==> config.mk <==
export PLATFORM = sky130hd
export DESIGN_NAME = wb_arbiter2
export DESIGN_NICKNAME = d
export VERILOG_FILES = /design/src/common/soc_consts.svh /design/src/common/soc_pkg.sv /design/src/design/wb_arbiter2.sv
export SDC_FILE = /design/constraint.sdc
export NUM_CORES = 1
export LEC_CHECK = 0
export ABC_CLOCK_PERIOD_IN_PS = 1350
export BUFFER_PORTS_ARGS = -buffer_cell sky130_fd_sc_hd__buf_2
export CELL_PAD_IN_SITES_DETAIL_PLACEMENT = 0
export CELL_PAD_IN_SITES_GLOBAL_PLACEMENT = 1
export CORE_MARGIN = 10
export CORE_UTILIZATION = 13
export DETAILED_ROUTE_END_ITERATION = 10
export PLACE_DENSITY = 0.74
export SLEW_MARGIN = 20
export SYNTH_ARGS = -nofsm -noshare
export SYNTH_HDL_FRONTEND = slang
export SYNTH_SLANG_ARGS = --single-unit
==> constraint.sdc <==
create_clock -name clk_i -period 1.35 [get_ports clk_i]
set_input_delay 0.27 -clock clk_i [delete_from_list [all_inputs] [get_ports clk_i]]
set_output_delay 0.27 -clock clk_i [all_outputs]
set_load 0.02 [all_outputs]
==> src/common/soc_consts.svh <==
`ifndef SOC_CONSTS_SVH
`define SOC_CONSTS_SVH

//////////////////////////////////////////////////////////////////////
// Address map

// Word RAM region
`define RAM_ADDR    32'h0000_0000
`define RAM_SIZE    32'd1024

// GPIO register block, four word registers
`define GPIO_ADDR   32'h1000_0000
`define GPIO_SIZE   32'd16

//////////////////////////////////////////////////////////////////////
// Peripheral sizing

// Number of GPIO pins
`define NGPIO       8

`endif

==> src/common/soc_pkg.sv <==
`default_nettype none

package soc_pkg;

    //////////////////////////////////////////////////////////////////////
    // Bus payloads

    // Master request, 71 bits
    typedef struct packed {
        logic [31:0] adr;
        logic [31:0] dat;
        logic [3:0]  sel;
        logic        we;
        logic        cyc;
        logic        stb;
    } wb_req_t;

    // Slave response, 34 bits
    typedef struct packed {
        logic [31:0] dat;
        logic        ack;
        logic        err;
    } wb_rsp_t;

    //////////////////////////////////////////////////////////////////////
    // Enumerations

    // Decode target on the shared bus
    typedef enum logic [1:0] {
        DEV_NONE,
        DEV_RAM,
        DEV_GPIO
    } device_e;

    // Current owner of the shared bus
    typedef enum logic [1:0] {
        ARB_IDLE,
        ARB_M0,
        ARB_M1
    } arb_state_e;

    // GPIO register index, from address bits 3:2
    typedef enum logic [1:0] {
        GPIO_REG_OUT = 2'd0,
        GPIO_REG_DIR = 2'd1,
        GPIO_REG_IN  = 2'd2
    } gpio_reg_e;

endpackage

`default_nettype wire

==> src/design/wb_arbiter2.sv <==
`timescale 1ns/1ps
`default_nettype none

module wb_arbiter2 (
    input  wire                clk_i,
    input  wire                rst_n_i,

    input  wire soc_pkg::wb_req_t m0_req_i,
    output soc_pkg::wb_rsp_t      m0_rsp_o,
    input  wire soc_pkg::wb_req_t m1_req_i,
    output soc_pkg::wb_rsp_t      m1_rsp_o,

    output soc_pkg::wb_req_t      bus_req_o,
    input  wire soc_pkg::wb_rsp_t bus_rsp_i
);

    soc_pkg::arb_state_e state_q;
    soc_pkg::arb_state_e state_d;

    // Set when master 1 won the last contested grant
    logic m1_last_q;
    logic m1_last_d;

    //////////////////////////////////////////////////////////////////////
    // Grant selection

    always_comb begin
        state_d   = state_q;
        m1_last_d = m1_last_q;
        case (state_q)
            soc_pkg::ARB_IDLE: begin
                if (m0_req_i.cyc && m1_req_i.cyc) begin
                    // Both pending, the other one than last time wins
                    state_d   = m1_last_q ? soc_pkg::ARB_M0 : soc_pkg::ARB_M1;
                    m1_last_d = ~m1_last_q;
                end else if (m0_req_i.cyc) begin
                    state_d = soc_pkg::ARB_M0;
                end else if (m1_req_i.cyc) begin
                    state_d = soc_pkg::ARB_M1;
                end
            end
            // Owner keeps the bus until its cyc falls
            soc_pkg::ARB_M0: begin
                if (!m0_req_i.cyc) begin
                    state_d = soc_pkg::ARB_IDLE;
                end
            end
            soc_pkg::ARB_M1: begin
                if (!m1_req_i.cyc) begin
                    state_d = soc_pkg::ARB_IDLE;
                end
            end
            default: state_d = soc_pkg::ARB_IDLE;
        endcase
    end

    always_ff @(posedge clk_i or negedge rst_n_i) begin
        if (!rst_n_i) begin
            state_q   <= soc_pkg::ARB_IDLE;
            m1_last_q <= 1'b1;
        end else begin
            state_q   <= state_d;
            m1_last_q <= m1_last_d;
        end
    end

    //////////////////////////////////////////////////////////////////////
    // Request and response steering

    always_comb begin
        bus_req_o = '0;
        m0_rsp_o  = '0;
        m1_rsp_o  = '0;
        case (state_q)
            soc_pkg::ARB_M0: begin
                bus_req_o = m0_req_i;
                m0_rsp_o  = bus_rsp_i;
            end
            soc_pkg::ARB_M1: begin
                bus_req_o = m1_req_i;
                m1_rsp_o  = bus_rsp_i;
            end
            default: ;
        endcase
    end

endmodule

`default_nettype wire

Yosys cells after proc, flatten, opt, wreduce, memory -nomap -nowiden
Index checks and enable logic that the tools add are counted.
W data, S select, Z words.
- mux-type cells: 10
- eq/ne operators: 5
- bitwise logic cells: 1
- reduce and logical (&&, ||, !) cells: 4
- operators by type and width (cell ; count):
    $pmux W71 S2 ; 1
    $mux W34 ; 2
    $mux W2 ; 6
    $pmux W2 S3 ; 1
    $ne A2 B2 Y1 const B ; 2
    $ne A4 B4 Y1 const B ; 1
    $reduce_and A3 Y1 ; 1
    $eq A2 B1 Y1 const B ; 1
    $eq A2 B2 Y1 const B ; 1
    $logic_not A2 Y1 ; 1
    $reduce_and A2 Y1 ; 1
    $logic_and A1 B1 Y1 ; 1
    $not A1 Y1 ; 1
- bits in registers: 3
- output and inout port bits: 139
- bits of input ports: 178

Logic depth before layout (Yosys ltp)
- word-level depth: 4
- depth in mapped cells: 7

Worst setup path before layout
Ideal clock, no wire load.
- path kind: reg2out
- start: register state_q[0]
- end: output bus_req_o[32] (netlist bit)
- setup slack: -0.355 ns
- data required time: 1.080 ns
- cell stages (with the launch flop): 8
- data arrival time: 1.435 ns
- cell sequence: dfrtp_1 -> inv_1 -> ha_1 -> buf_2 -> buf_4 -> buf_2 -> a22oi_1 -> nor2b_1
- RTL lines (what ; line ; source):
    from (decl) ; wb_arbiter2.sv:17 ; soc_pkg::arb_state_e state_q;
    from (signal assigned) ; wb_arbiter2.sv:59 ; state_q <= soc_pkg::ARB_IDLE;
    from (signal assigned) ; wb_arbiter2.sv:62 ; state_q <= state_d;
    to (decl) ; wb_arbiter2.sv:13 ; output soc_pkg::wb_req_t bus_req_o,

==> reports/metrics.csv <==
stage;metric;value;unit
outcome;outcome;complete, but fails checks;
outcome;violated checks;setup timing;
setup_path;Worst EP arrival;1.61;ns
yosys;Seq cells post-synth;3;
clock_network;CTS tree;done;
finish;ratio of cells with drive above 1 in the final layout;0.887;
min_path;Tightest Hold Check Type;input port to register;
setup_path;CP max FO;24;
yosys;Synth Area in XOR/XNOR;0.00503;
yosys;mux contribution to synthesized area;0;
yosys;largest family of logic cells by synthesized area;simple AND/OR/NAND/NOR gates;
timing;# setup viols final;141;
clock_network;CTS Buffer Depth;2;
power;P_leak;2.37;nW
die;Die X;136;um
route;total number of vias;3087;
route;residual DRC count;0;
timing;Pins Over Slew Limit;0;
yosys;Avg Inst Size Synth;6.67;sq um
clock_network;CTS buffer count;3;
die;# rows;42;
yosys;synth unique cells;20;
setup_path;crit start category;register;
clock_network;clk sinks;3;
timing;Final Hold Fails;0;
clock_network;worst-skew pair later-pin latency;0.22;ns
grt;aggregate global routing overflow;0;
power;total power;9.45;mW
timing;RSZ-0062 raised after global routing;yes;
timing;Max Clock Skew;0.000705;ns
die;placeable core area;13200;sq um
grt;pin count of the biggest net entering global routing;45;
die;initial core utilization;0.132;
die;full die area;18400;sq um
yosys;register area share after synthesis;0.0438;
timing;Final min period;1.88;ns
die;Die Y;136;um
setup_path;Setup crit end kind;output port;
grt;via count of the first global-routing pass;3252;
die;Boundary Pins;317;
setup_path;critical path class;register to output port;
finish;final instance area;4700;sq um
timing;relative slew slack;0.816;
grt;first-pass GRT wire length;17900;um
yosys;Syn Inst Count;261;
power;power per cell area;2010;nW/um^2
grt;initial antenna violation count;0;
power;worst vdd ir;650;uV
yosys;top post-synthesis cells by area;a22oi_1, nor2b_1, and2_1;
yosys;Mapped Area;1740;sq um
finish;layout net count;759;
route;DRT Wirelength;12800;um
yosys;Compound-Gate Fraction of Synth Area;0.322;
clock_network;Clock Root Buffer;clkbuf_16;
timing;setup TNS;-63.44;ns
route;routed len/inst;17.0;um
placed_design;GP Congestion;0.798;
timing;slew of the pin with the lowest slew margin;0.277;ns
flow_run;Max Cap Viol;0;
placed_design;IO Port Bufs;316;
finish;antenna cell count;0;
setup_path;WP data required;1.08;ns
route;vias per cell;4.10;
timing;Max Freq;0.532;GHz
finish;area grow syn2layout;170;%
route;Pre-antenna DRT Iters;4;
placed_design;placed cell area;4120;sq um
yosys;synthesized-area fraction occupied by and/or/nand/nor cells;0.516;
yosys;Net Count, Synth;442;
route;DRT antenna net count;0;
clock_network;CTS H-tree lvls;1;
yosys;Synth area leader;a22oi_1;
timing;Final Cycle Share;1.39;
yosys;Syn. warnings;0;
yosys;post-synth top area share;0.302;
clock_network;Worst-path clk slew;0.03;ns
route;initial DRC count;118;
yosys;Post-Synth Adder-Cell Area;0.0216;
grt;GRT Total Usage;0.119;
timing;Setup WS post-layout;-0.531;ns
placed_design;hpwl dp;10500;um
==> cells by family after synthesis <==
family / count (synthesis)
buffers and inverters: 34
xor gates and xnor gates: 1
DFF: 3
AOI/OAI and AO/OA: 75
and+or+nand+nor: 145
adders and majority gates: 3
==> layout by cell type (no fill, tap or decap), types with 2 or more instances in the layout <==
master     count
and2_4        42
buf_8          2
nor2b_2       54
buf_4         81
a22oi_2       20
nor2b_4       16
buf_12         6
and2_2        27
buf_6         35
nand3_1        3
a22oi_1       50
buf_2        217
clkbuf_16      4
ha_4           3
==> metal layers <==
| layer | wire (um) | GRT usage | vias up |
|---|---|---|---|
| met1 | 4700 | 0.129 | 1402 |
| met3 | 1070 | 0.0352 | 7 |
| li1 | - | - | 1541 |
| met5 | 0 | 0 | - |
| met4 | 84 | 0.0150 | 0 |
| met2 | 6970 | 0.225 | 137 |
==> critical path, cell delays in order (launching register included) <==
cell and delay (ns):
dfrtp_2 0.44, inv_4 0.10, ha_4 0.20, buf_12 0.19, buf_4 0.14, a22oi_2 0.05, nor2b_2 0.11, buf_4 0.14
==> Yosys cell counts <==
| library cell | count |
|---|---|
| a21oi_1 | 2 |
| a221o_1 | 1 |
| a22o_1 | 1 |
| a22oi_1 | 70 |
| and2_1 | 69 |
| buf_2 | 14 |
| buf_4 | 2 |
| buf_6 | 1 |
| clkbuf_1 | 14 |
| dfrtp_1 | 2 |
| dfstp_2 | 1 |
| ha_1 | 3 |
| inv_1 | 3 |
| nand2_1 | 1 |
| nand2b_1 | 1 |
| nand3_1 | 3 |
| nor2_1 | 1 |
| nor2b_1 | 70 |
| o22ai_1 | 1 |
| xnor2_1 | 1 |
==> state kept, by name (all words and copies together) (netlist names) <==
name       flops
state_q        2
m1_last_q      1
==> worst paths after layout <==
check / from / end / slack (ns) / cells past startpoint
max: state_q[0]$_DFFE_PN0P_ / bus_req_o[17] / -0.53 / 7
min: m1_req_i[1] / m1_last_q$_DFFE_PN1P_ / 0.34 / 3
max reg2reg: state_q[1]$_DFFE_PN0P_ / state_q[0]$_DFFE_PN0P_ / -0.27 / 6
min reg2reg: m1_last_q$_DFFE_PN1P_ / m1_last_q$_DFFE_PN1P_ / 0.50 / 1
max in group asynchronous: rst_n_i / m1_last_q$_DFFE_PN1P_ / 0.75 / 2
min in group asynchronous: rst_n_i / state_q[1]$_DFFE_PN0P_ / 0.40 / 2
==> per-stage QoR <==
step	setup slack, ns	util	hold WS (ns)	cells
after floorplan	-0.177	-	-0.0256	261
after global placement	-0.334	0.312	0.0760	744
after detailed placement	-0.348	0.312	0.0734	744
after CTS	-0.596	0.336	0.346	749
after global routing	-0.592	0.357	0.380	753
final	-0.531	0.357	0.342	753
==> layout make-up <==
class / instances / area [sq um]
clock buffers: 4 / 78.8
fillers: 1405 / 8490
inverters: 3 / 13.8
multi-input cells: 224 / 2040
flip-flops and latches: 3 / 77.6
well taps: 176 / 220
repair buffers: 343 / 2270
==> report_power, final <==
group	switching [mW]	total [mW]	internal, mW
Combinational	4.34	8.78	4.44
Clock	0.0840	0.474	0.390
Sequential	0.0483	0.195	0.146
==> timing repair <==
item	4_1_cts	5_1_grt
setup endpoints to repair	141	141
pin swaps	5	1
hold buffers	1	0
endpoints found under the hold margin	2	0
cloned	0	2
resized for setup	77	73
setup buffers	0	2
Note: power is estimated with default switching activity, not from simulation.
