## src/common/soc_consts.svh

```systemverilog
`ifndef SOC_CONSTS_SVH
`define SOC_CONSTS_SVH

//////////////////////////////////////////////////////////////////////
// Address map

// Word RAM region
`define RAM_ADDR    32'h0000_0000
`define RAM_SIZE    32'd1024

// GPIO register block, four word registers
`define GPIO_ADDR   32'h1000_0000
`define GPIO_SIZE   32'd16

//////////////////////////////////////////////////////////////////////
// Peripheral sizing

// Number of GPIO pins
`define NGPIO       8

`endif

```

## src/common/soc_pkg.sv

```systemverilog
`default_nettype none

package soc_pkg;

    //////////////////////////////////////////////////////////////////////
    // Bus payloads

    // Master request, 71 bits
    typedef struct packed {
        logic [31:0] adr;
        logic [31:0] dat;
        logic [3:0]  sel;
        logic        we;
        logic        cyc;
        logic        stb;
    } wb_req_t;

    // Slave response, 34 bits
    typedef struct packed {
        logic [31:0] dat;
        logic        ack;
        logic        err;
    } wb_rsp_t;

    //////////////////////////////////////////////////////////////////////
    // Enumerations

    // Decode target on the shared bus
    typedef enum logic [1:0] {
        DEV_NONE,
        DEV_RAM,
        DEV_GPIO
    } device_e;

    // Current owner of the shared bus
    typedef enum logic [1:0] {
        ARB_IDLE,
        ARB_M0,
        ARB_M1
    } arb_state_e;

    // GPIO register index, from address bits 3:2
    typedef enum logic [1:0] {
        GPIO_REG_OUT = 2'd0,
        GPIO_REG_DIR = 2'd1,
        GPIO_REG_IN  = 2'd2
    } gpio_reg_e;

endpackage

`default_nettype wire

```

## src/design/wb_decoder.sv

```systemverilog
`timescale 1ns/1ps
`default_nettype none

`include "soc_consts.svh"

module wb_decoder (
    input  wire                clk_i,
    input  wire                rst_n_i,

    input  wire soc_pkg::wb_req_t bus_req_i,
    output soc_pkg::wb_rsp_t      bus_rsp_o,

    output soc_pkg::wb_req_t      ram_req_o,
    input  wire soc_pkg::wb_rsp_t ram_rsp_i,
    output soc_pkg::wb_req_t      gpio_req_o,
    input  wire soc_pkg::wb_rsp_t gpio_rsp_i
);

    soc_pkg::device_e dev;
    logic             access;
    logic             err_q;

    assign access = bus_req_i.cyc && bus_req_i.stb;

    // Offset compare wraps below the base, so one test per region
    always_comb begin
        if ((bus_req_i.adr - `RAM_ADDR) < `RAM_SIZE) begin
            dev = soc_pkg::DEV_RAM;
        end else if ((bus_req_i.adr - `GPIO_ADDR) < `GPIO_SIZE) begin
            dev = soc_pkg::DEV_GPIO;
        end else begin
            dev = soc_pkg::DEV_NONE;
        end
    end

    //////////////////////////////////////////////////////////////////////
    // Strobe routing

    always_comb begin
        ram_req_o      = bus_req_i;
        gpio_req_o     = bus_req_i;
        ram_req_o.stb  = bus_req_i.stb && (dev == soc_pkg::DEV_RAM);
        gpio_req_o.stb = bus_req_i.stb && (dev == soc_pkg::DEV_GPIO);
    end

    // Unmapped access, single error pulse like a slave ack
    always_ff @(posedge clk_i or negedge rst_n_i) begin
        if (!rst_n_i) begin
            err_q <= 1'b0;
        end else begin
            err_q <= access && (dev == soc_pkg::DEV_NONE) && !err_q;
        end
    end

    //////////////////////////////////////////////////////////////////////
    // Response mux

    always_comb begin
        case (dev)
            soc_pkg::DEV_RAM:  bus_rsp_o = ram_rsp_i;
            soc_pkg::DEV_GPIO: bus_rsp_o = gpio_rsp_i;
            default: begin
                bus_rsp_o     = '0;
                bus_rsp_o.err = err_q;
            end
        endcase
    end

endmodule

`default_nettype wire

```

## config.mk

```make
export PLATFORM = sky130hd
export DESIGN_NAME = wb_decoder
export DESIGN_NICKNAME = d
export VERILOG_FILES = /design/src/common/soc_pkg.sv /design/src/design/wb_decoder.sv
export VERILOG_INCLUDE_DIRS = /design/src /design/src/common
export SDC_FILE = /design/constraint.sdc
export NUM_CORES = 1
export LEC_CHECK = 0
export ABC_AREA = 1
export BUFFER_PORTS_ARGS = -buffer_cell sky130_fd_sc_hd__buf_2
export CORE_AREA = 4 4 120 122
export DETAILED_ROUTE_END_ITERATION = 8
export DIE_AREA = 0 0 124 126
export SETUP_SLACK_MARGIN = 0.3
export SYNTH_ARGS = -nofsm -noshare
export SYNTH_HDL_FRONTEND = slang
export SYNTH_SLANG_ARGS = --single-unit
```

## constraint.sdc

```tcl
create_clock -name clk_i -period 2.8 [get_ports clk_i]
set_clock_uncertainty 0.2 [all_clocks]
set_input_delay 0.56 -clock clk_i [delete_from_list [all_inputs] [get_ports clk_i]]
set_output_delay 0.56 -clock clk_i [all_outputs]
set_load 0.02 [all_outputs]
```

[Word-level counts from Yosys, hierarchy flattened]
Index checks and enable logic that the tools add are counted.
Cells by class
  multiplexer cells: 3
  magnitude comparators: 2
  equal/unequal tests: 2
  add/sub/neg operators: 1
  reductions and logical operators: 7
Operators with widths (count)
  $pmux W34 S2: 1
  $lt A32 B11 Y1 const B: 1
  $lt A32 B5 Y1 const B: 1
  $sub A32 B29 Y32 const B: 1
  $logic_and A1 B1 Y1: 5
  $mux W2: 2
  $eq A2 B1 Y1 const B: 1
  $eq A2 B2 Y1 const B: 1
  $logic_not A2 Y1: 1
  $logic_not A1 Y1: 1
Word-level totals
  logic and storage cells: 16
  register bits after elaboration: 1
  output and inout bits: 176
  bits of input ports: 141

[Longest topological paths before layout]
Gate-level depths: netlist of run 1.
  word-level depth: 7
  mapped depth: 8
  mapped depth without buffers: 8

[Worst setup path after synthesis of run 1]
OpenSTA, ideal clock, no wires.
  path type: input -> output
  start: input port bus_req_i[53] in the netlist's numbering
  end: output port bus_rsp_o[11] in the netlist's numbering
  arrival: 1711 ps
  buffers on the path: 1
  data required time: 2040 ps
  setup slack: 329 ps
  cell stages on the path: 6
  cell sequence: nor2_1 > nand3_2 > nor2_2 > nand3_2 > clkbuf_1 > o21ai_0
RTL lines
  from (decl): RTL line wb_decoder.sv:10  | input wire soc_pkg::wb_req_t bus_req_i,
  to (decl): RTL line wb_decoder.sv:11  | output soc_pkg::wb_rsp_t bus_rsp_o,

==> results.tsv, run 1 <==
stage	metric	value	unit
yosys	syn avg cell area	6.048	um2
yosys	compound-gate portion of the synthesized area	8.755	%
sta	RSZ-0062 raised after global routing	yes	
route	vias	1994	
yosys	post-synth cell types	17	
yosys	number of synthesized flops with an enable pin	0	
layout	area grow syn2layout	40.73	%
yosys	sequential share of the synthesized area	1.297	%
pwr	Power per Cell Area	95.93	nW/um2
pwr	Pleak	1.490	nW
status	outcome	finished, final reports clean	
critical_path	Crit. Startpoint	bus_req_i[53]	
yosys	Synth Flop Type	dfrtp_1	
layout	most flop-heavy register	err_q	
route	average wire per cell in the routed design	14.03	um
grt	gr usage total	8.121	%
clocking	Hold Buf Count CTS	0	
critical_path	worst reg-to-reg path cell count	3	
yosys	adder-cell share of the synthesized area	0	%
yosys	post-synthesis mux area share	0	%
layout	layout cells sized above 1	71.17	%
critical_path	crit path launch type	input port	
grt	largest net degree at the start of global routing	20	
critical_path	WP data arrival	1.75	ns
layout	# nets final	528	
yosys	synth top area cells	buf_4 (54%), inv_1 (9.9%), nand3_1 (9.6%), o21ai_1 (4.4%), nor2_1 (3.9%)	
critical_path	Setup CP Type	in -> out	
yosys	most common cell in the netlist	buf_4	
yosys	largest family of logic cells by synthesized area	buffers and inverters	
floorplanning	die footprint	15620	um2
placement	dpl hpwl	5840	um
route	ANT nets after route	0	
critical_path	worst reg2reg startpoint	err_q$_DFF_PN0_	
yosys	fraction of post-synthesis cell area in the top cell type by area	54.47	%
sta	maximum clock rate	397.9	MHz
critical_path	CP required	2.04	ns
layout	Largest register FFs	1	
clocking	Worst-path clk slew	0	ns
worst_hold_path	HP Class	in -> async	
yosys	#FFs+latches synth	1	
route	Total Wirelength	7869	um
yosys	Mapped Area	1929	um2
layout	Inserted Diodes	0	
sta	final setup violation count	0	
sta	max-slew violations	0	
route	DR vias/cell	3.554	
grt	GRT overflow	0	
layout	Non-Filler Instances	561	
sta	Hold Fails Final Rpt	0	
yosys	Post-Synthesis Cells	319	
yosys	Commonest cells post-synth	buf_4 (140), inv_1 (51), nand3_1 (37), nor2_1 (20), nand2_1 (19)	
pwr	VDD IR max	0.06783	mV
critical_path	CP Capture Type	primary output	
grt	first-pass GRT wire length	9922	um
yosys	Synth area leader	buf_4	
layout	final-layout fill cell count	1488	
sta	Tmin final	2.513	ns
floorplanning	initial core utilization	14.63	%
yosys	XOR/XNOR share of the synthesized area	0	%
yosys	area share of and/or/nand/nor cells after synthesis	21.34	%
yosys	Mapped Nets	460	
route	initial drt markers	13	
critical_path	R2R setup slack	1.92	ns
grt	number of global-route vias before repair	1822	
sta	Worst-Margin Slew	0.1881	ns
floorplanning	FP Rows	42	
grt	initial antenna violation count	0	
sta	max_slew headroom	87.45	%
sta	TNS Setup	0	ns
route	TritonRoute pass-1 iters	4	
floorplanning	core outline area	13190	um2
placement	# port buffers	193	
critical_path	FF-to-FF End	err_q$_DFF_PN0_	
critical_path	critical path fanouts, max	5	
yosys	Yosys Warn Count	0	
floorplanning	die width	124	um
route	Remaining DRCs	0	
yosys	ys async rst share	100.0	%
layout	Largest regs	err_q x1	
floorplanning	I/O Pins	317	
floorplanning	Die Y	126	um
sta	fin crit share	89.76	%
placement	Post-Place Cells	545	
clocking	clk_lat worst skew	0	ns
critical_path	end point of the critical path	bus_rsp_o[28]	
flow_run	max cap viols	0	
placement	RePlAce Congestion	0.6912	
final cells by class:
cell class | instances | area, um2 | share of cell area (%)
Multi-Input combinational cell | 118 | 780.7 | 28.76
Sequential cell | 1 | 25.02 | 0.9217
Inverter | 51 | 193.9 | 7.143
Timing Repair Buffer | 215 | 1495 | 55.07
Tap cell | 176 | 220.2 | 8.111
critical path, stage by stage:
cell,delay [ns]
buf_6,0.11
nor2_4,0.11
nand3_4,0.09
nor3b_4,0.22
buf_6,0.16
buf_6,0.11
buf_16,0.12
nand3_2,0.05
o21ai_1,0.07
buf_4,0.15
what timing repair did:
| action | CTS | global route |
|---|---|---|
| setup buffers | 6 | 3 |
| hold endpoints to repair | 0 | 0 |
| pin swaps | 3 | 9 |
| resized for setup | 58 | 67 |
| setup endpoints to repair | 36 | 36 |
| cloned | 3 | 4 |
cells by family after synthesis:
family | count (synthesis)
AOI/OAI and AO/OA | 33
buffers and inverters | 200
DFF | 1
and+or+nand+nor | 85
through the flow:
step	hold slack, ns	area, um2	power (mW)	setup WS, ns	utilization (%)
after floorplan	0.06441	1929	0.3345	0.3288	-
after global placement	0.1358	2071	0.2279	0.1277	15.70
after detailed placement	0.1361	2071	0.2295	0.1012	15.70
after CTS	0.1361	2361	0.2461	0.2559	17.90
after global routing	0.1388	2715	0.2823	0.1747	20.58
final	0.1346	2715	0.2605	0.2867	20.58
where the power goes:
| group | internal, mW | switching [mW] | total, mW |
|---|---|---|---|
| Clock | 0 | 0 | 0 |
| Combinational | 0.106 | 0.138 | 0.244 |
| Sequential | 0.0155 | 0.000460 | 0.0160 |
| Total | 0.122 | 0.139 | 0.260 |
layer usage:
layer	vias up	global-route usage [%]	routed length [um]
li1	975	-	-
met1	844	9.234	2823
met2	137	14.22	3810
met3	38	2.332	941
met4	0	3.028	294
met5	-	0	0
placed cells by master (no fill, tap or decap), types with 8 or more instances in the layout:
cell,count
inv_2,10
nand2_2,9
nor2_2,8
nand2_1,10
nor2_4,8
buf_2,158
nand3_2,11
inv_1,40
o21ai_0,12
buf_6,17
buf_4,25
o21ai_1,14
nand3_1,26
worst min path at each step:
stage	to	slack, ns	cells past startpoint
2_1_floorplan	err_q$_DFF_PN0_	0.06	0
3_3_place_gp	err_q$_DFF_PN0_	0.14	1
3_5_place_dp	err_q$_DFF_PN0_	0.14	1
4_1_cts	err_q$_DFF_PN0_	0.14	1
5_1_grt	err_q$_DFF_PN0_	0.14	1
6_report	err_q$_DFF_PN0_	0.13	1
Power figures use the tool's default switching activity.
==> run 2, diff against run 1 <==
==> constraint.sdc (replaced) <==
create_clock -name clk_i -period 2.8 [get_ports clk_i]
set_clock_uncertainty 0.2 [all_clocks]
set_input_delay 0 -clock clk_i [delete_from_list [all_inputs] [get_ports clk_i]]
set_output_delay 0 -clock clk_i [all_outputs]
set_load 0.02 [all_outputs]
==> run 2 against run 1 <==
Net effect:
- cell area fell by 9.7%
- global-route usage shrank 0.15 points
- core utilization fell by 2.0 points
- wire length fell by 5.8%
- largest cell class unchanged
- sequential share of layout area is 0.099 points higher
- sequential power hardly changed
- first-iteration DRC count grew 85%
- die area unchanged
- combinational power grew 45%
- cell count grew 4.3%
- critical path type unchanged
- hold slack lost 0.091 ns
==> results.tsv, run 2 (synthesis gave the netlist of run 1 again) <==
stage	metric	value	unit
grt	number of global-route vias before repair	1898	
clocking	clk_lat worst skew	0	ns
pwr	VDD IR max	0.06952	mV
layout	Largest register FFs	1	
layout	# nets final	552	
sta	max_slew headroom	61.65	%
floorplanning	die footprint	15620	um2
grt	initial antenna violation count	1	
worst_hold_path	HP Class	in -> out	
layout	FF+latch area	25.02	um2
floorplanning	initial core utilization	14.63	%
pwr	Pleak	1.475	nW
clocking	postcts setup bufs	0	
critical_path	CP Capture Type	primary output	
route	TritonRoute pass-1 iters	4	
sta	TNS Setup	0	ns
clocking	Hold Buf Count CTS	42	
layout	final-layout fill cell count	1525	
flow_run	max cap viols	0	
grt	largest net degree at the start of global routing	20	
floorplanning	I/O Pins	317	
route	vias	2038	
layout	most common cell after layout, fill and taps aside	buf_2	
route	initial drt markers	24	
sta	Tmin final	1.900	ns
route	average wire per cell in the routed design	12.67	um
sta	RSZ-0062 raised after global routing	no	
critical_path	worst reg-to-reg path cell count	3	
pwr	Final Power	0.3686	mW
worst_hold_path	hold_sp	bus_req_i[57]	
critical_path	FF-to-FF End	err_q$_DFF_PN0_	
layout	Largest regs	err_q x1	
grt	first-pass GRT wire length	10040	um
critical_path	crit path launch type	input port	
layout	layout cells sized above 1	50.37	%
sta	Worst-Margin Slew	0.5739	ns
layout	area of the multi-input gates	585.6	um2
layout	Final Core Density	18.58	%
sta	Hold Fails Final Rpt	0	
floorplanning	Die Y	126	um
route	DR vias/cell	3.484	
layout	most flop-heavy register	err_q	
critical_path	WP data arrival	1.70	ns
placement	RePlAce Congestion	0.6890	
grt	gr usage total	7.975	%
placement	dpl hpwl	5838	um
floorplanning	FP Rows	42	
route	Total Wirelength	7414	um
status	outcome	finished, final reports clean	
sta	final setup violation count	0	
critical_path	critical path fanouts, max	19	
layout	area grow syn2layout	27.04	%
worst_hold_path	hold endpoint	gpio_req_o[57]	
sta	fin crit share	67.85	%
worst_hold_path	Hold Path Cell Cnt	2	
layout	leading cell types in the layout, fill and taps excluded	buf_2 (193), inv_1 (51), dlygate4sd3_1 (42)	
critical_path	R2R setup slack	1.93	ns
critical_path	worst reg2reg startpoint	err_q$_DFF_PN0_	
route	Remaining DRCs	0	
route	ANT nets after route	0	
layout	Inserted Diodes	0	
grt	GRT overflow	0	
critical_path	Setup CP Type	in -> out	
sta	maximum clock rate	526.4	MHz
floorplanning	die width	124	um
clocking	cts repair resizes	0	
sta	max-slew violations	0	
floorplanning	core outline area	13190	um2
critical_path	CP required	2.60	ns
pwr	Power per Cell Area	150.4	nW/um2
placement	# port buffers	193	
run 2: worst max-delay path, stage by stage:
cell and delay (ns):
buf_2 0.13, nor2_1 0.11, nand3_1 0.07, nor2_1 0.23, nand3_2 0.37, buf_4 0.35, o21ai_1 0.22, buf_2 0.21
run 2: how the worst max path moves through the flow:
stage / start / end / slack, ns / depth (start not counted)
final: bus_req_i[56] / bus_rsp_o[25] / 0.90 / 8
after global routing: bus_req_i[56] / bus_rsp_o[26] / 0.70 / 8
after CTS: bus_req_i[56] / bus_rsp_o[26] / 0.82 / 8
after detailed placement: bus_req_i[56] / bus_rsp_o[26] / 0.82 / 8
after global placement: bus_req_i[56] / bus_rsp_o[25] / 0.83 / 8
after floorplan: bus_req_i[53] / bus_rsp_o[11] / 1.45 / 6
run 2: area by class of cell:
cell class / count / area share (%)
Multi-Input combinational cell: 118 / 23.89
Timing Repair Buffer: 239 / 58.30
Inverter: 51 / 7.810
Sequential cell: 1 / 1.021
Tap cell: 176 / 8.984
run 2: through the flow:
stage	worst slack (ns)	instances	instance area [um2]	hold slack [ns]
CTS	0.8176	585	2451	0.04562
detailed placement	0.8170	543	2031	-0.4229
global placement	0.8330	543	2031	-0.4242
global route	0.7047	585	2451	0.05771
finish	0.9002	585	2451	0.04395
floorplan	1.449	319	1929	-0.4956
run 2: where the power goes:
| part | switching [mW] | internal (mW) | total (mW) |
|---|---|---|---|
| clock network | 0 | 0 | 0 |
| logic | 0.224 | 0.128 | 0.353 |
| registers | 0.000395 | 0.0155 | 0.0159 |
| total | 0.225 | 0.144 | 0.369 |
run 2: layer usage:
metal  wire, um  up-vias  global-route usage, %
li1           -     1020                      -
met1       2732      852                  9.209
met2       3840      160                  15.75
met3        806        4                  1.525
met4         14        2                 0.1289
met5         20        -                      0
