==> src/common/soc_consts.svh <==
`ifndef SOC_CONSTS_SVH
`define SOC_CONSTS_SVH

//////////////////////////////////////////////////////////////////////
// Address map

// Word RAM region
`define RAM_ADDR    32'h0000_0000
`define RAM_SIZE    32'd1024

// GPIO register block, four word registers
`define GPIO_ADDR   32'h1000_0000
`define GPIO_SIZE   32'd16

//////////////////////////////////////////////////////////////////////
// Peripheral sizing

// Number of GPIO pins
`define NGPIO       8

`endif

==> src/common/soc_pkg.sv <==
`default_nettype none

package soc_pkg;

    //////////////////////////////////////////////////////////////////////
    // Bus payloads

    // Master request, 71 bits
    typedef struct packed {
        logic [31:0] adr;
        logic [31:0] dat;
        logic [3:0]  sel;
        logic        we;
        logic        cyc;
        logic        stb;
    } wb_req_t;

    // Slave response, 34 bits
    typedef struct packed {
        logic [31:0] dat;
        logic        ack;
        logic        err;
    } wb_rsp_t;

    //////////////////////////////////////////////////////////////////////
    // Enumerations

    // Decode target on the shared bus
    typedef enum logic [1:0] {
        DEV_NONE,
        DEV_RAM,
        DEV_GPIO
    } device_e;

    // Current owner of the shared bus
    typedef enum logic [1:0] {
        ARB_IDLE,
        ARB_M0,
        ARB_M1
    } arb_state_e;

    // GPIO register index, from address bits 3:2
    typedef enum logic [1:0] {
        GPIO_REG_OUT = 2'd0,
        GPIO_REG_DIR = 2'd1,
        GPIO_REG_IN  = 2'd2
    } gpio_reg_e;

endpackage

`default_nettype wire

==> src/design/wb_gpio.sv <==
`timescale 1ns/1ps
`default_nettype none

`include "soc_consts.svh"

module wb_gpio (
    input  wire                   clk_i,
    input  wire                   rst_n_i,
    input  wire soc_pkg::wb_req_t req_i,
    output soc_pkg::wb_rsp_t      rsp_o,

    input  wire  [`NGPIO-1:0]     gpio_in_i,
    output logic [`NGPIO-1:0]     gpio_out_o,
    output logic [`NGPIO-1:0]     gpio_oe_o
);

    soc_pkg::gpio_reg_e reg_sel;
    logic               access;
    logic               ack_q;
    logic [`NGPIO-1:0]  out_q;
    logic [`NGPIO-1:0]  dir_q;
    logic [`NGPIO-1:0]  sync1_q;
    logic [`NGPIO-1:0]  sync2_q;
    logic [`NGPIO-1:0]  rd_val;
    logic [31:0]        rdata_q;

    assign reg_sel = soc_pkg::gpio_reg_e'(req_i.adr[3:2]);
    assign access  = req_i.cyc && req_i.stb && !ack_q;

    //////////////////////////////////////////////////////////////////////
    // Control registers and ack

    always_ff @(posedge clk_i or negedge rst_n_i) begin
        if (!rst_n_i) begin
            ack_q   <= 1'b0;
            out_q   <= '0;
            dir_q   <= '0;
            sync1_q <= '0;
            sync2_q <= '0;
        end else begin
            ack_q   <= access;
            // Pin inputs are asynchronous
            sync1_q <= gpio_in_i;
            sync2_q <= sync1_q;
            // Only byte 0 carries register bits
            if (access && req_i.we && req_i.sel[0]) begin
                if (reg_sel == soc_pkg::GPIO_REG_OUT) out_q <= req_i.dat[`NGPIO-1:0];
                if (reg_sel == soc_pkg::GPIO_REG_DIR) dir_q <= req_i.dat[`NGPIO-1:0];
            end
        end
    end

    //////////////////////////////////////////////////////////////////////
    // Read path

    always_comb begin
        case (reg_sel)
            soc_pkg::GPIO_REG_OUT: rd_val = out_q;
            soc_pkg::GPIO_REG_DIR: rd_val = dir_q;
            soc_pkg::GPIO_REG_IN:  rd_val = sync2_q;
            default:               rd_val = '0;
        endcase
    end

    always_ff @(posedge clk_i) begin
        if (access) begin
            rdata_q <= {{(32-`NGPIO){1'b0}}, rd_val};
        end
    end

    assign rsp_o.dat  = rdata_q;
    assign rsp_o.ack  = ack_q;
    assign rsp_o.err  = 1'b0;
    assign gpio_out_o = out_q;
    assign gpio_oe_o  = dir_q;

endmodule

`default_nettype wire

==> config.mk <==
export PLATFORM = sky130hd
export DESIGN_NAME = wb_gpio
export DESIGN_NICKNAME = d
export VERILOG_FILES = /design/src/common/soc_pkg.sv /design/src/design/wb_gpio.sv
export VERILOG_INCLUDE_DIRS = /design/src /design/src/common
export SDC_FILE = /design/constraint.sdc
export NUM_CORES = 1
export LEC_CHECK = 0
export BUFFER_PORTS_ARGS = -buffer_cell sky130_fd_sc_hd__buf_2
export CORE_UTILIZATION = 42
export CTS_CLUSTER_SIZE = 30
export DETAILED_ROUTE_END_ITERATION = 10
export GPL_ROUTABILITY_DRIVEN = 0
export PLACE_DENSITY_LB_ADDON = 0.25
export SLEW_MARGIN = 25
export SYNTH_ARGS = -nofsm -noshare
export SYNTH_HDL_FRONTEND = slang
export SYNTH_SLANG_ARGS = --single-unit
==> constraint.sdc <==
create_clock -name clk_i -period 4.15 [get_ports clk_i]
set_clock_uncertainty 0.15 [all_clocks]
set_input_delay 0.2075 -clock clk_i [delete_from_list [all_inputs] [get_ports clk_i]]
set_output_delay 0.2075 -clock clk_i [all_outputs]
set_load 0.03 [all_outputs]
[Yosys cells after proc, flatten, opt, wreduce, memory -nomap -nowiden]
Index checks and enable logic that the tools add are counted.
Word-level totals
  flip-flop bits (word level): 41
  bits in latches: 0
  memory bits (writable): 0
  bits in read-only memories: 0
  input port bits: 81
  output and inout port bits: 50
  logic and storage cells: 17
  memories: 0
Cells by class
  add/sub/neg operators: 0
  multiply operators: 0
  divide/modulo/power cells: 0
  $lt $le $gt $ge: 0
  eq/ne operators: 2
  shifts and indexed selects: 0
  muxes and demuxes: 1
  bitwise logic cells: 0
  reduce and logical (&&, ||, !) cells: 8
Operators with widths (number)
  case mux 8 bit (3 select lines): 1
  logical AND 1 bit: 4
  AND reduction 2 bit: 2
  equality test 2 x 1 -> 1 bit, second input constant: 1
  equality test 2 bit, second input constant: 1
  zero test 2 bit: 1
  zero test 1 bit: 1

[Depth between registers and ports, before layout]
Gate-level depths: netlist of run 1.
  word-level depth: 5
  gate-level depth with buffers: 5
  mapped depth without buffers: 3

[Worst setup path after synthesis of run 1]
OpenSTA, ideal clock, no wires.
  path kind: reg2reg
  start point: register ack_q
  end point: register out_q[0], in the netlist gpio_out_o[0]
  library setup time: 0.125 ns
  data arrival time: 1.439 ns
  data required time: 3.875 ns
  slack: 2.436 ns
  stages on the path, launching flop included: 5
  buffers on the path: 1
  period minus slack after synthesis: 1.714 ns
  cells stage by stage: dfrtp_1 -> nand3b_4 -> or4_4 -> buf_6 -> mux2_4
Between the ends
  longest elaborated chain between the ends: 5
Ends and longest elaborated chain
  from (decl): line wb_gpio.sv:19  | logic ack_q;
  from (signal assigned): line wb_gpio.sv:41  | ack_q <= access;
  zero test 1 bit: line wb_gpio.sv:28  | assign access = req_i.cyc && req_i.stb && !ack_q;
  logical AND 1 bit: line wb_gpio.sv:28
  logical AND 1 bit (2 in series): line wb_gpio.sv:46  | if (access && req_i.we && req_i.sel[0]) begin
  AND reduction 2 bit (no source line)
  to (signal assigned): line wb_gpio.sv:47  | if (reg_sel == soc_pkg::GPIO_REG_OUT) out_q <= req_i.dat[`NGPIO-1:0];
  to (decl): line wb_gpio.sv:20  | logic [`NGPIO-1:0] out_q;
No other way between the ends.
A chain may end at the register's enable or synchronous reset.

[Worst setup path in the final report of run 1]
  start point: register ack_q
  end point: register out_q[6], in the netlist gpio_out_o[6]
Same word-level chain as after synthesis.

==> key figures, run 1 <==
Cells and area
  – Layout Nets: 261
  – Final Cell Area: 0.00210 sq mm
  – Area grow syn2layout: 21.5%
  – Post-layout util: 0.552
  – Share of cells above drive strength 1: 0.420
  – # diodes: 0
  – Non-Filler Instances: 229

Floorplan
  – DIE HEIGHT: 66.1 um
  – Die width: 66.1 um
  – Die area: 0.00437 sq mm
  – Cell Rows: 22
  – Core area: 0.00380 sq mm
  – Initial Utilization: 0.454
  – Io pins: 131

Run
  – Max_cap viols: 0

Routing
  – Post-DRT Antenna Nets: 0
  – Initial DRC count: 19
  – Vias per cell: 4.43
  – Routed WL: 3020 um
  – Vias: 1,014
  – Initial DRT Pass Iterations: 3
  – Avg WL per Cell: 13.2 um
  – DR DRC count: 0

STA
  – Slew Viols, Final: 0
  – Final worst-path cycle share: 0.429
  – Slew HR: 0.527
  – RSZ-0062 raised after global routing: no
  – Setup violators final: 0
  – Setup WS post-layout: 2370 ps
  – Worst hold margin: 9.95 ps
  – Final hold viol count: 0
  – Measured slew at the worst slew-check pin: 709 ps
  – Post-layout min period: 1780 ps
  – TNS Setup: 0 ps
  – Fmax: 561 MHz

CTS
  – Clk root buf: clkbuf_8
  – Setup Buffers After CTS: 0
  – Num CTS Buffers: 5
  – CTS Buffer Depth: 2
  – H-tree levels: 2
  – Cts hold-fix bufs: 11
  – Num Clock Sinks: 41
  – CTS tree: done
  – Clock transition at path regs: 80 ps
  – Clk_lat worst skew: 290 ps
  – Post_cts resized: 0

Worst setup path
  – Crit-path max FO: 8
  – Startpoint types: flip-flop
  – CP Class: flip-flop to flip-flop
  – Required time of the critical path: 4180 ps
  – Crit. End Element: flip-flop
  – Reg2Reg Setup Slack: 2370 ps
  – Worst Path Arrival: 1810 ps

Logic synthesis
  – Syn. warnings: 0
  – FFs w/ async S/R, synth: 0.805
  – Average size of a mapped cell: 14.5 sq um
  – Commonest cells post-synth: dfrtp_1 (33), buf_4 (26), nand2_1 (9)
  – Mapped Cells: 119
  – Prevailing post-synth register cell: dfrtp_1
  – Sequential share of the synthesized area: 0.618
  – Post-synth cell types: 17
  – Post-synth EDFFs: 8
  – Dominant cell type by area after synthesis: dfrtp_1
  – Top-count cell post-synth: dfrtp_1
  – Netlist Area Pre-Place: 0.00173 sq mm
  – Area contributors post-synth: dfrtp_1 (48%), edfxtp_1 (14%), buf_4 (11%)
  – FF+latch count, synth: 41
  – Post-synth top area share: 0.479

Placed design
  – Inst Count DP: 209
  – Post-Place Cell Area: 0.00189 sq mm
  – Pre-CTS WS: 2300 ps
  – Detailed placement HPWL: 2090 um
  – Number of port buffers: 48

Global routing
  – Initial antenna violation count: 0
  – GRT Overall Usage: 0.147
  – Largest net degree at the start of global routing: 34
  – First-pass GRT wire length: 4520 um
  – GR Overflow Total: 0
  – Vias in the first global route: 936

Hold path
  – Hold WC Path Type: input port to flip-flop

Pwr
  – Peak supply drop: 0.279 mV
  – Static leakage: 1.08 nW
  – Overall Power: 0.955 mW
  – Pwr/cell area: 455 mW/mm^2

Run status
  – Outcome: finished, final reports clean
-- power breakdown --
part	internal [mW]	switching, mW
clock	0.116	0.135
combinational	0.0772	0.145
sequential	0.455	0.0271
-- worst max-delay path: stages (launching register included) --
cell and delay (ps):
dfrtp_1 380, nand3b_4 180, or4_4 620, mux2_4 340
-- cells by family after synthesis --
family | synth area share
flip-flops | 0.618
buffers and inverters | 0.135
multiplexers | 0.168
AND/OR/NAND/NOR | 0.0537
AO/OA/AOI/OAI | 0.0232
other | 0.00217
-- routing by layer --
layer	track usage	wire, um	vias to the layer above	part of all wire
met5	0	0	-	0
li1	-	-	467	-
met4	0.0798	70	0	0.023
met3	0.0414	232	8	0.077
met2	0.221	1360	51	0.45
met1	0.192	1360	488	0.45
-- placed cells by master (no fill, tap or decap) --
cell type,count
inv_2,1
or4_4,1
clkinv_2,2
mux2_2,8
nor2b_1,1
edfxtp_1,8
buf_2,48
nand3b_4,1
nor4_4,1
conb_1,25
nand2_1,9
mux2_4,8
clkbuf_8,5
clkinvlp_4,1
o21ai_0,8
dlygate4sd3_1,12
dfrtp_1,33
mux2i_1,8
inv_1,1
-- registers in the layout, indices dropped and copies added, names as in the netlist --
signal,cells
sync2_q,8
sync1_q,8
gpio_oe_o,8
rdata_q,8
gpio_out_o,8
ack_q,1
-- worst paths after layout --
path	endpoint	cells after the start	from
max in group asynchronous	sync2_q[1]	2	rst_n_i
min	gpio_out_o[7]	2	req_i[14]
max	gpio_out_o[6]	3	ack_q
max reg2reg	gpio_out_o[6]	3	ack_q
min reg2reg	sync2_q[3]	0	sync1_q[3]
min in group asynchronous	sync1_q[7]	2	rst_n_i
-- final cells by class --
type | count | area [sq um]
fillers | 337 | 1700
flip-flops and latches | 41 | 1070
multi-input cells | 70 | 517
repair buffers | 60 | 360
clock buffers | 5 | 68.8
well taps | 48 | 60.1
clock inverters | 3 | 17.5
inverters | 2 | 7.51
No activity file was read; power rests on OpenSTA's default activity.
==> run 2, diff against run 1 <==
--- a/config.mk
+++ b/config.mk
@@ -7,7 +7,7 @@
 export NUM_CORES = 1
 export LEC_CHECK = 0
 export BUFFER_PORTS_ARGS = -buffer_cell sky130_fd_sc_hd__buf_2
-export CORE_UTILIZATION = 42
+export CORE_UTILIZATION = 39
 export CTS_CLUSTER_SIZE = 30
 export DETAILED_ROUTE_END_ITERATION = 10
 export GPL_ROUTABILITY_DRIVEN = 0
==> constraint.sdc (replaced) <==
create_clock -name clk_i -period 1.8 [get_ports clk_i]
set_clock_uncertainty 0.15 [all_clocks]
set_input_delay 0.09 -clock clk_i [delete_from_list [all_inputs] [get_ports clk_i]]
set_output_delay 0.09 -clock clk_i [all_outputs]
set_load 0.03 [all_outputs]
==> run 2 against run 1 <==
Net effect: sequential cell count did not move; setup slack worse by 2300 ps; non-clock buffer count rose by 9; power up 150%; maximum frequency grew 2.2%; first-iteration DRC count is 89% higher; critical path depth unchanged; worst hold slack better by 100 ps; die area rose by 7.5%; wire length increased by 0.93%; utilization fell by 1.5 points; combinational power up 140%; largest cell class unchanged.
==> key figures, run 2 (synthesis results as in run 1) <==
Worst setup path
  – Critical path launch point: ack_q (unchanged)
  – Required time of the critical path: 1820 ps (was 4180 ps)
  – Worst Path Arrival: 1760 ps (was 1810 ps)
  – Crit. End Element: flip-flop (unchanged)
  – Crit-path max FO: 8 (unchanged)
  – CP Class: flip-flop to flip-flop (unchanged)
  – Startpoint types: flip-flop (unchanged)
  – R2r startpoint: ack_q (unchanged)

STA
  – Final worst-path cycle share: 0.968 (was 0.429)
  – Post-layout min period: 1740 ps (was 1780 ps)
  – Final hold viol count: 0 (unchanged)
  – Setup violators final: 0 (unchanged)
  – Measured slew at the worst slew-check pin: 718 ps (was 709 ps)
  – Slew HR: 0.522 (was 0.527)
  – RSZ-0062 raised after global routing: no (unchanged)
  – TNS Setup: 0 ps (unchanged)
  – Slew Viols, Final: 0 (unchanged)
  – Setup WS post-layout: 57.5 ps (was 2370 ps)
  – Fmax: 574 MHz (was 561 MHz)

CTS
  – Num CTS Buffers: 5 (unchanged)
  – CTS tree: done (unchanged)
  – H-tree levels: 2 (unchanged)
  – Post_cts resized: 0 (unchanged)
  – Num Clock Sinks: 41 (unchanged)
  – Clk root buf: clkbuf_8 (unchanged)
  – Setup Buffers After CTS: 0 (unchanged)
  – Cts hold-fix bufs: 17 (was 11)
  – Clock transition at path regs: 70 ps (was 80 ps)
  – CTS Buffer Depth: 2 (unchanged)
  – Clk_lat worst skew: 280 ps (was 290 ps)

Cells and area
  – # diodes: 0 (unchanged)
  – Post-layout util: 0.537 (was 0.552)
  – Share of cells above drive strength 1: 0.416 (was 0.420)
  – Fillers: 358 (was 337)
  – Layout Nets: 270 (was 261)
  – Area grow syn2layout: 28.1% (was 21.5%)
  – Most frequent cells in the layout: buf_2 (48), dfrtp_1 (33), conb_1 (25), dlygate4sd3_1 (17), nand2_1 (9) (was buf_2 (48), dfrtp_1 (33), conb_1 (25), dlygate4sd3_1 (12), nand2_1 (9))
  – Commonest non-fill, non-tap cell in the layout: buf_2 (unchanged)
  – Sequential cell area: 0.00107 sq mm (unchanged)
  – Multi-input gate area: 517 sq um (unchanged)

Routing
  – Vias: 1,031 (was 1,014)
  – Initial DRC count: 36 (was 19)
  – DR DRC count: 0 (unchanged)
  – Initial DRT Pass Iterations: 4 (was 3)
  – Post-DRT Antenna Nets: 0 (unchanged)
  – Vias per cell: 4.30 (was 4.43)
  – Avg WL per Cell: 12.7 um (was 13.2 um)
  – Routed WL: 3050 um (was 3020 um)

Floorplan
  – Io pins: 131 (unchanged)
  – Core area: 0.00412 sq mm (was 0.00380 sq mm)
  – Cell Rows: 23 (was 22)
  – Die area: 0.00469 sq mm (was 0.00437 sq mm)
  – Initial Utilization: 0.419 (was 0.454)
  – Die width: 68.5 um (was 66.1 um)
  – DIE HEIGHT: 68.5 um (was 66.1 um)

Pwr
  – Pwr/cell area: 1070 mW/mm^2 (was 455 mW/mm^2)
  – Static leakage: 1.13 nW (was 1.08 nW)
  – Peak supply drop: 0.873 mV (was 0.279 mV)
  – Overall Power: 2.37 mW (was 0.955 mW)

Hold path
  – Hold wc startpoint: req_i[41] (was req_i[14])
  – Hold WC Path Type: input port to flip-flop (unchanged)

Global routing
  – GR Overflow Total: 0 (unchanged)
  – GR peak layer: met2 (unchanged)
  – Met2 Usage GRT: 0.230 (was 0.221)
  – Met1 usage: 0.174 (was 0.192)
  – GRT Overall Usage: 0.142 (was 0.147)
  – Global-route met3 utilization: 0.0411 (was 0.0414)
  – Largest net degree at the start of global routing: 34 (unchanged)
  – Initial antenna violation count: 0 (unchanged)
  – Vias in the first global route: 991 (was 936)
  – First-pass GRT wire length: 4620 um (was 4520 um)

Placed design
  – Pre-CTS WS: 65.7 ps (was 2300 ps)
  – Detailed placement HPWL: 2090 um (about the same)
  – Number of port buffers: 48 (unchanged)

Run
  – Max_cap viols: 0 (unchanged)

Run status
  – Outcome: finished, final reports clean (unchanged)
## run 2: changes by cell type in the layout (fill, tap and decap cells not counted)
| cell | previous run | this run |
|---|---|---|
| buf_4 | 0 | 4 |
| bufinv_16 | 0 | 1 |
| clkbuf_1 | 0 | 1 |
| clkbuf_8 | 5 | 6 |
| clkinv_2 | 2 | 0 |
| clkinvlp_4 | 1 | 0 |
| dlygate4sd3_1 | 12 | 17 |
## run 2: stage by stage
stage	cells	hold WS (ps)	cell area [sq um]
after floorplan	143	-356	1820
after global placement	215	23.7	1920
after detailed placement	215	33.4	1920
after CTS	240	105	2210
after global routing	240	128	2210
final	240	113	2210
## run 2: power breakdown
part	switching, mW	internal [mW]	total (mW)
Clock	0.282	0.451	0.734
Combinational	0.335	0.190	0.525
Sequential	0.0619	1.05	1.11
## run 2: final timing paths
path / cells past startpoint / to / slack (ps)
worst min-delay path: 3 / rdata_q[6] / 110
worst max-delay path: 3 / gpio_out_o[1] / 60
worst max register to register: 3 / gpio_out_o[1] / 60
max in group asynchronous: 2 / gpio_oe_o[4] / 800
min in group asynchronous: 2 / gpio_out_o[6] / 240
worst min register to register: 0 / sync2_q[6] / 200
## run 2: layer usage
metal  up-vias  share of wire
met5         -              0
met4         0          0.016
met3         6          0.069
met2        50           0.47
met1       487           0.44
li1        488              -
## run 2: layout make-up
type	instances	share of cell area
Clock buffer	7	0.0391
Multi-Input combinational cell	70	0.234
Timing Repair Buffer	69	0.199
Sequential cell	41	0.482
Tap cell	50	0.0283
Inverter	2	0.00340
Clock inverter	1	0.0136
## run 2: critical path, stage by stage, from the launching register on
cell,delay (ps)
dfrtp_1,380
nand3b_4,160
or4_4,600
mux2_4,330
==> run 3, diff against run 2 <==
--- a/config.mk
+++ b/config.mk
@@ -11,6 +11,7 @@
 export CTS_CLUSTER_SIZE = 30
 export DETAILED_ROUTE_END_ITERATION = 10
 export GPL_ROUTABILITY_DRIVEN = 0
+export GPL_TIMING_DRIVEN = 0
 export PLACE_DENSITY_LB_ADDON = 0.25
 export SLEW_MARGIN = 25
 export SYNTH_ARGS = -nofsm -noshare
==> constraint.sdc (replaced) <==
create_clock -name clk_i -period 1.7 [get_ports clk_i]
set_clock_uncertainty 0.15 [all_clocks]
set_input_delay 0.085 -clock clk_i [delete_from_list [all_inputs] [get_ports clk_i]]
set_output_delay 0.085 -clock clk_i [all_outputs]
set_load 0.03 [all_outputs]
==> run 3 against run 2 <==
Net effect: the run now ends with negative setup slack left; cell area grew 11%; wire length grew 6.4%; sequential share of layout area shrank 4.7 points; sequential cell count is the same; highest routed layer unchanged; utilization grew 5.7 points; sequential power grew 6%; clock-buffer cell count shrank 1; first-iteration DRC count shrank 8.3%; setup slack lost 110 ps; combinational power grew 19%; power grew 9.7%; worst hold slack gained 61 ps.
==> key figures, run 3 (synthesis results as in run 1) <==
Worst setup path
  – Crit-path max cell delay: 600 ps (about the same)
  – CP Class: flip-flop to flip-flop (unchanged)
  – CP Cell Sequence: nand3b_4, or4_4, mux2_4 (unchanged)
  – Startpoint types: flip-flop (unchanged)
  – Critical path launch point: ack_q (unchanged)
  – Top delay family on crit path: simple AND/OR/NAND/NOR gates (unchanged)
  – CP max-delay cell: or4_4 (unchanged)
  – WP buf/inv: 0 (unchanged)
  – Required time of the critical path: 1720 ps (was 1820 ps)
  – Crit. End Element: flip-flop (unchanged)
  – Crit-path max FO: 8 (unchanged)
  – Worst Path Arrival: 1770 ps (was 1760 ps)
  – R2r startpoint: ack_q (unchanged)

CTS
  – Clk_lat worst skew: 290 ps (was 280 ps)
  – Clock transition at path regs: 70 ps (about the same)
  – CTS Buffer Depth: 2 (unchanged)
  – Num Clock Sinks: 41 (unchanged)
  – Clk root buf: clkbuf_8 (unchanged)
  – H-tree levels: 2 (unchanged)
  – CTS tree: done (unchanged)
  – Num CTS Buffers: 5 (unchanged)

Hold path
  – Hold WC Path Type: input port to flip-flop (unchanged)
  – Hold wc startpoint: req_i[42] (was req_i[41])

Run status
  – Failing checks: negative setup slack
  – Outcome: finished with violations (was finished, final reports clean)

Pwr
  – Seq pwr share: 0.453 (was 0.469)
  – Internal: 1.85 mW (was 1.69 mW)
  – Peak supply drop: 0.665 mV (was 0.873 mV)
  – Overall Power: 2.60 mW (was 2.37 mW)
  – Pwr/cell area: 1060 mW/mm^2 (was 1070 mW/mm^2)
  – Clk pwr share: 0.306 (was 0.310)
  – Static leakage: 1.29 nW (was 1.13 nW)
  – Logic gate share of total power: 0.241 (was 0.221)
  – Switch Pwr: 0.753 mW (was 0.680 mW)
  – Switching share of power: 0.290 (was 0.287)

Routing
  – Vias per cell: 4.25 (was 4.30)
  – Vias: 1,134 (was 1,031)
  – Initial DRC count: 33 (was 36)
  – Post-DRT Antenna Nets: 0 (unchanged)
  – Avg WL per Cell: 12.1 um (was 12.7 um)
  – Initial DRT Pass Iterations: 4 (unchanged)
  – DR DRC count: 0 (unchanged)
  – Routed WL: 3240 um (was 3050 um)

Cells and area
  – # diodes: 0 (unchanged)
  – Most frequent cells in the layout: buf_2 (48), dfrtp_1 (33), buf_4 (27), conb_1 (25), dlygate4sd3_1 (17) (was buf_2 (48), dfrtp_1 (33), conb_1 (25), dlygate4sd3_1 (17), nand2_1 (9))
  – Area grow syn2layout: 41.8% (was 28.1%)
  – Final Cell Area: 0.00245 sq mm (was 0.00221 sq mm)
  – Share of cells above drive strength 1: 0.484 (was 0.416)
  – Layout Nets: 297 (was 270)
  – Commonest non-fill, non-tap cell in the layout: buf_2 (unchanged)
  – Non-Filler Instances: 267 (was 240)

STA
  – Measured slew at the worst slew-check pin: 715 ps (was 718 ps)
  – Post-layout min period: 1750 ps (was 1740 ps)
  – RSZ-0062 raised after global routing: yes (was no)
  – Setup violators final: 8 (was 0)
  – TNS Setup: -316 ps (was 0 ps)
  – Final hold viol count: 0 (unchanged)
  – Fmax: 571 MHz (was 574 MHz)
  – Final worst-path cycle share: 1.03 (was 0.968)
  – Slew HR: 0.523 (was 0.522)
  – Slew Viols, Final: 0 (unchanged)
  – Setup WS post-layout: -50.5 ps (was 57.5 ps)

Global routing
  – GRT Overall Usage: 0.151 (was 0.142)
  – Vias in the first global route: 1,087 (was 991)
  – Initial antenna violation count: 0 (unchanged)
  – Largest net degree at the start of global routing: 34 (unchanged)
  – First-pass GRT wire length: 4980 um (was 4620 um)
  – GR Overflow Total: 0 (unchanged)

Floorplan
  – Core area: 0.00412 sq mm (unchanged)
  – Die width: 68.5 um (unchanged)
  – Die area: 0.00469 sq mm (unchanged)
  – Cell Rows: 23 (unchanged)
  – DIE HEIGHT: 68.5 um (unchanged)
  – Initial Utilization: 0.419 (unchanged)
  – Io pins: 131 (unchanged)

Placed design
  – Pre-CTS WS: -89.7 ps (was 65.7 ps)
  – Number of port buffers: 48 (unchanged)
  – Detailed placement HPWL: 2270 um (was 2090 um)
  – Inst Count DP: 241 (was 215)
  – Post-Place Cell Area: 0.00212 sq mm (was 0.00192 sq mm)

Run
  – Max_cap viols: 0 (unchanged)
-- run 3: cell types whose count changed in the layout (fill, tap and decap cells not counted), sizes merged --
cell	previous run	this run
buf	52	77
clkinvlp	0	1
clkbuf	7	8
-- run 3: worst paths after layout --
| check | endpoint | slack, ps | depth (start not counted) |
|---|---|---|---|
| max in group asynchronous | gpio_out_o[3] | 700 | 2 |
| setup reg to reg | gpio_out_o[1] | -50 | 3 |
| hold reg to reg | sync2_q[6] | 200 | 0 |
| setup / recovery | gpio_out_o[1] | -50 | 3 |
| min in group asynchronous | sync2_q[5] | 240 | 2 |
| hold / removal | gpio_out_o[2] | 170 | 3 |
-- run 3: metrics by stage --
step | hold slack, ps | utilization
6_report | 174 | 0.594
5_1_grt | 185 | 0.594
4_1_cts | 165 | 0.587
3_5_place_dp | 35.0 | 0.515
3_3_place_gp | 14.0 | 0.515
2_1_floorplan | -361 | -
-- run 3: tightest hold or removal path: stages --
cell,delay (ps)
buf_2,90
or4_4,230
mux2_4,180
-- run 3: power by group through the flow --
stage	combinational (mW)	clock [mW]	sequential [mW]
global placement	0.568	0	1.19
detailed placement	0.575	0	1.20
floorplan	0.259	0	1.35
finish	0.627	0.795	1.18
global route	0.669	0.873	1.19
CTS	0.608	0.821	1.18
-- run 3: layout make-up --
type | count | area [sq um]
buffer | 29 | 214
clock buffer | 6 | 82.6
clock inverter | 2 | 37.5
fill | 335 | 1670
inverter | 2 | 7.51
multi-input combinational | 70 | 547
sequential | 41 | 1070
tap | 50 | 62.6
timing repair buffer | 67 | 429
-- run 3: repair_timing --
| action | 4_1_cts | 5_1_grt |
|---|---|---|
| endpoints found under the setup margin | 16 | 16 |
| hold buffers | 17 | 0 |
| pin swaps | 1 | 1 |
| resized for setup | 1 | 8 |
| setup buffers | 2 | 0 |
| gates cloned | 0 | 0 |
| hold endpoints to repair | 57 | 0 |
-- run 3: layer usage --
layer / up-vias / global-route usage / wire length, um
met4: 0 / 0.0391 / 30
li1: 537 / - / -
met5: - / 0 / 0
met1: 542 / 0.194 / 1420
met3: 5 / 0.0559 / 235
met2: 50 / 0.239 / 1560
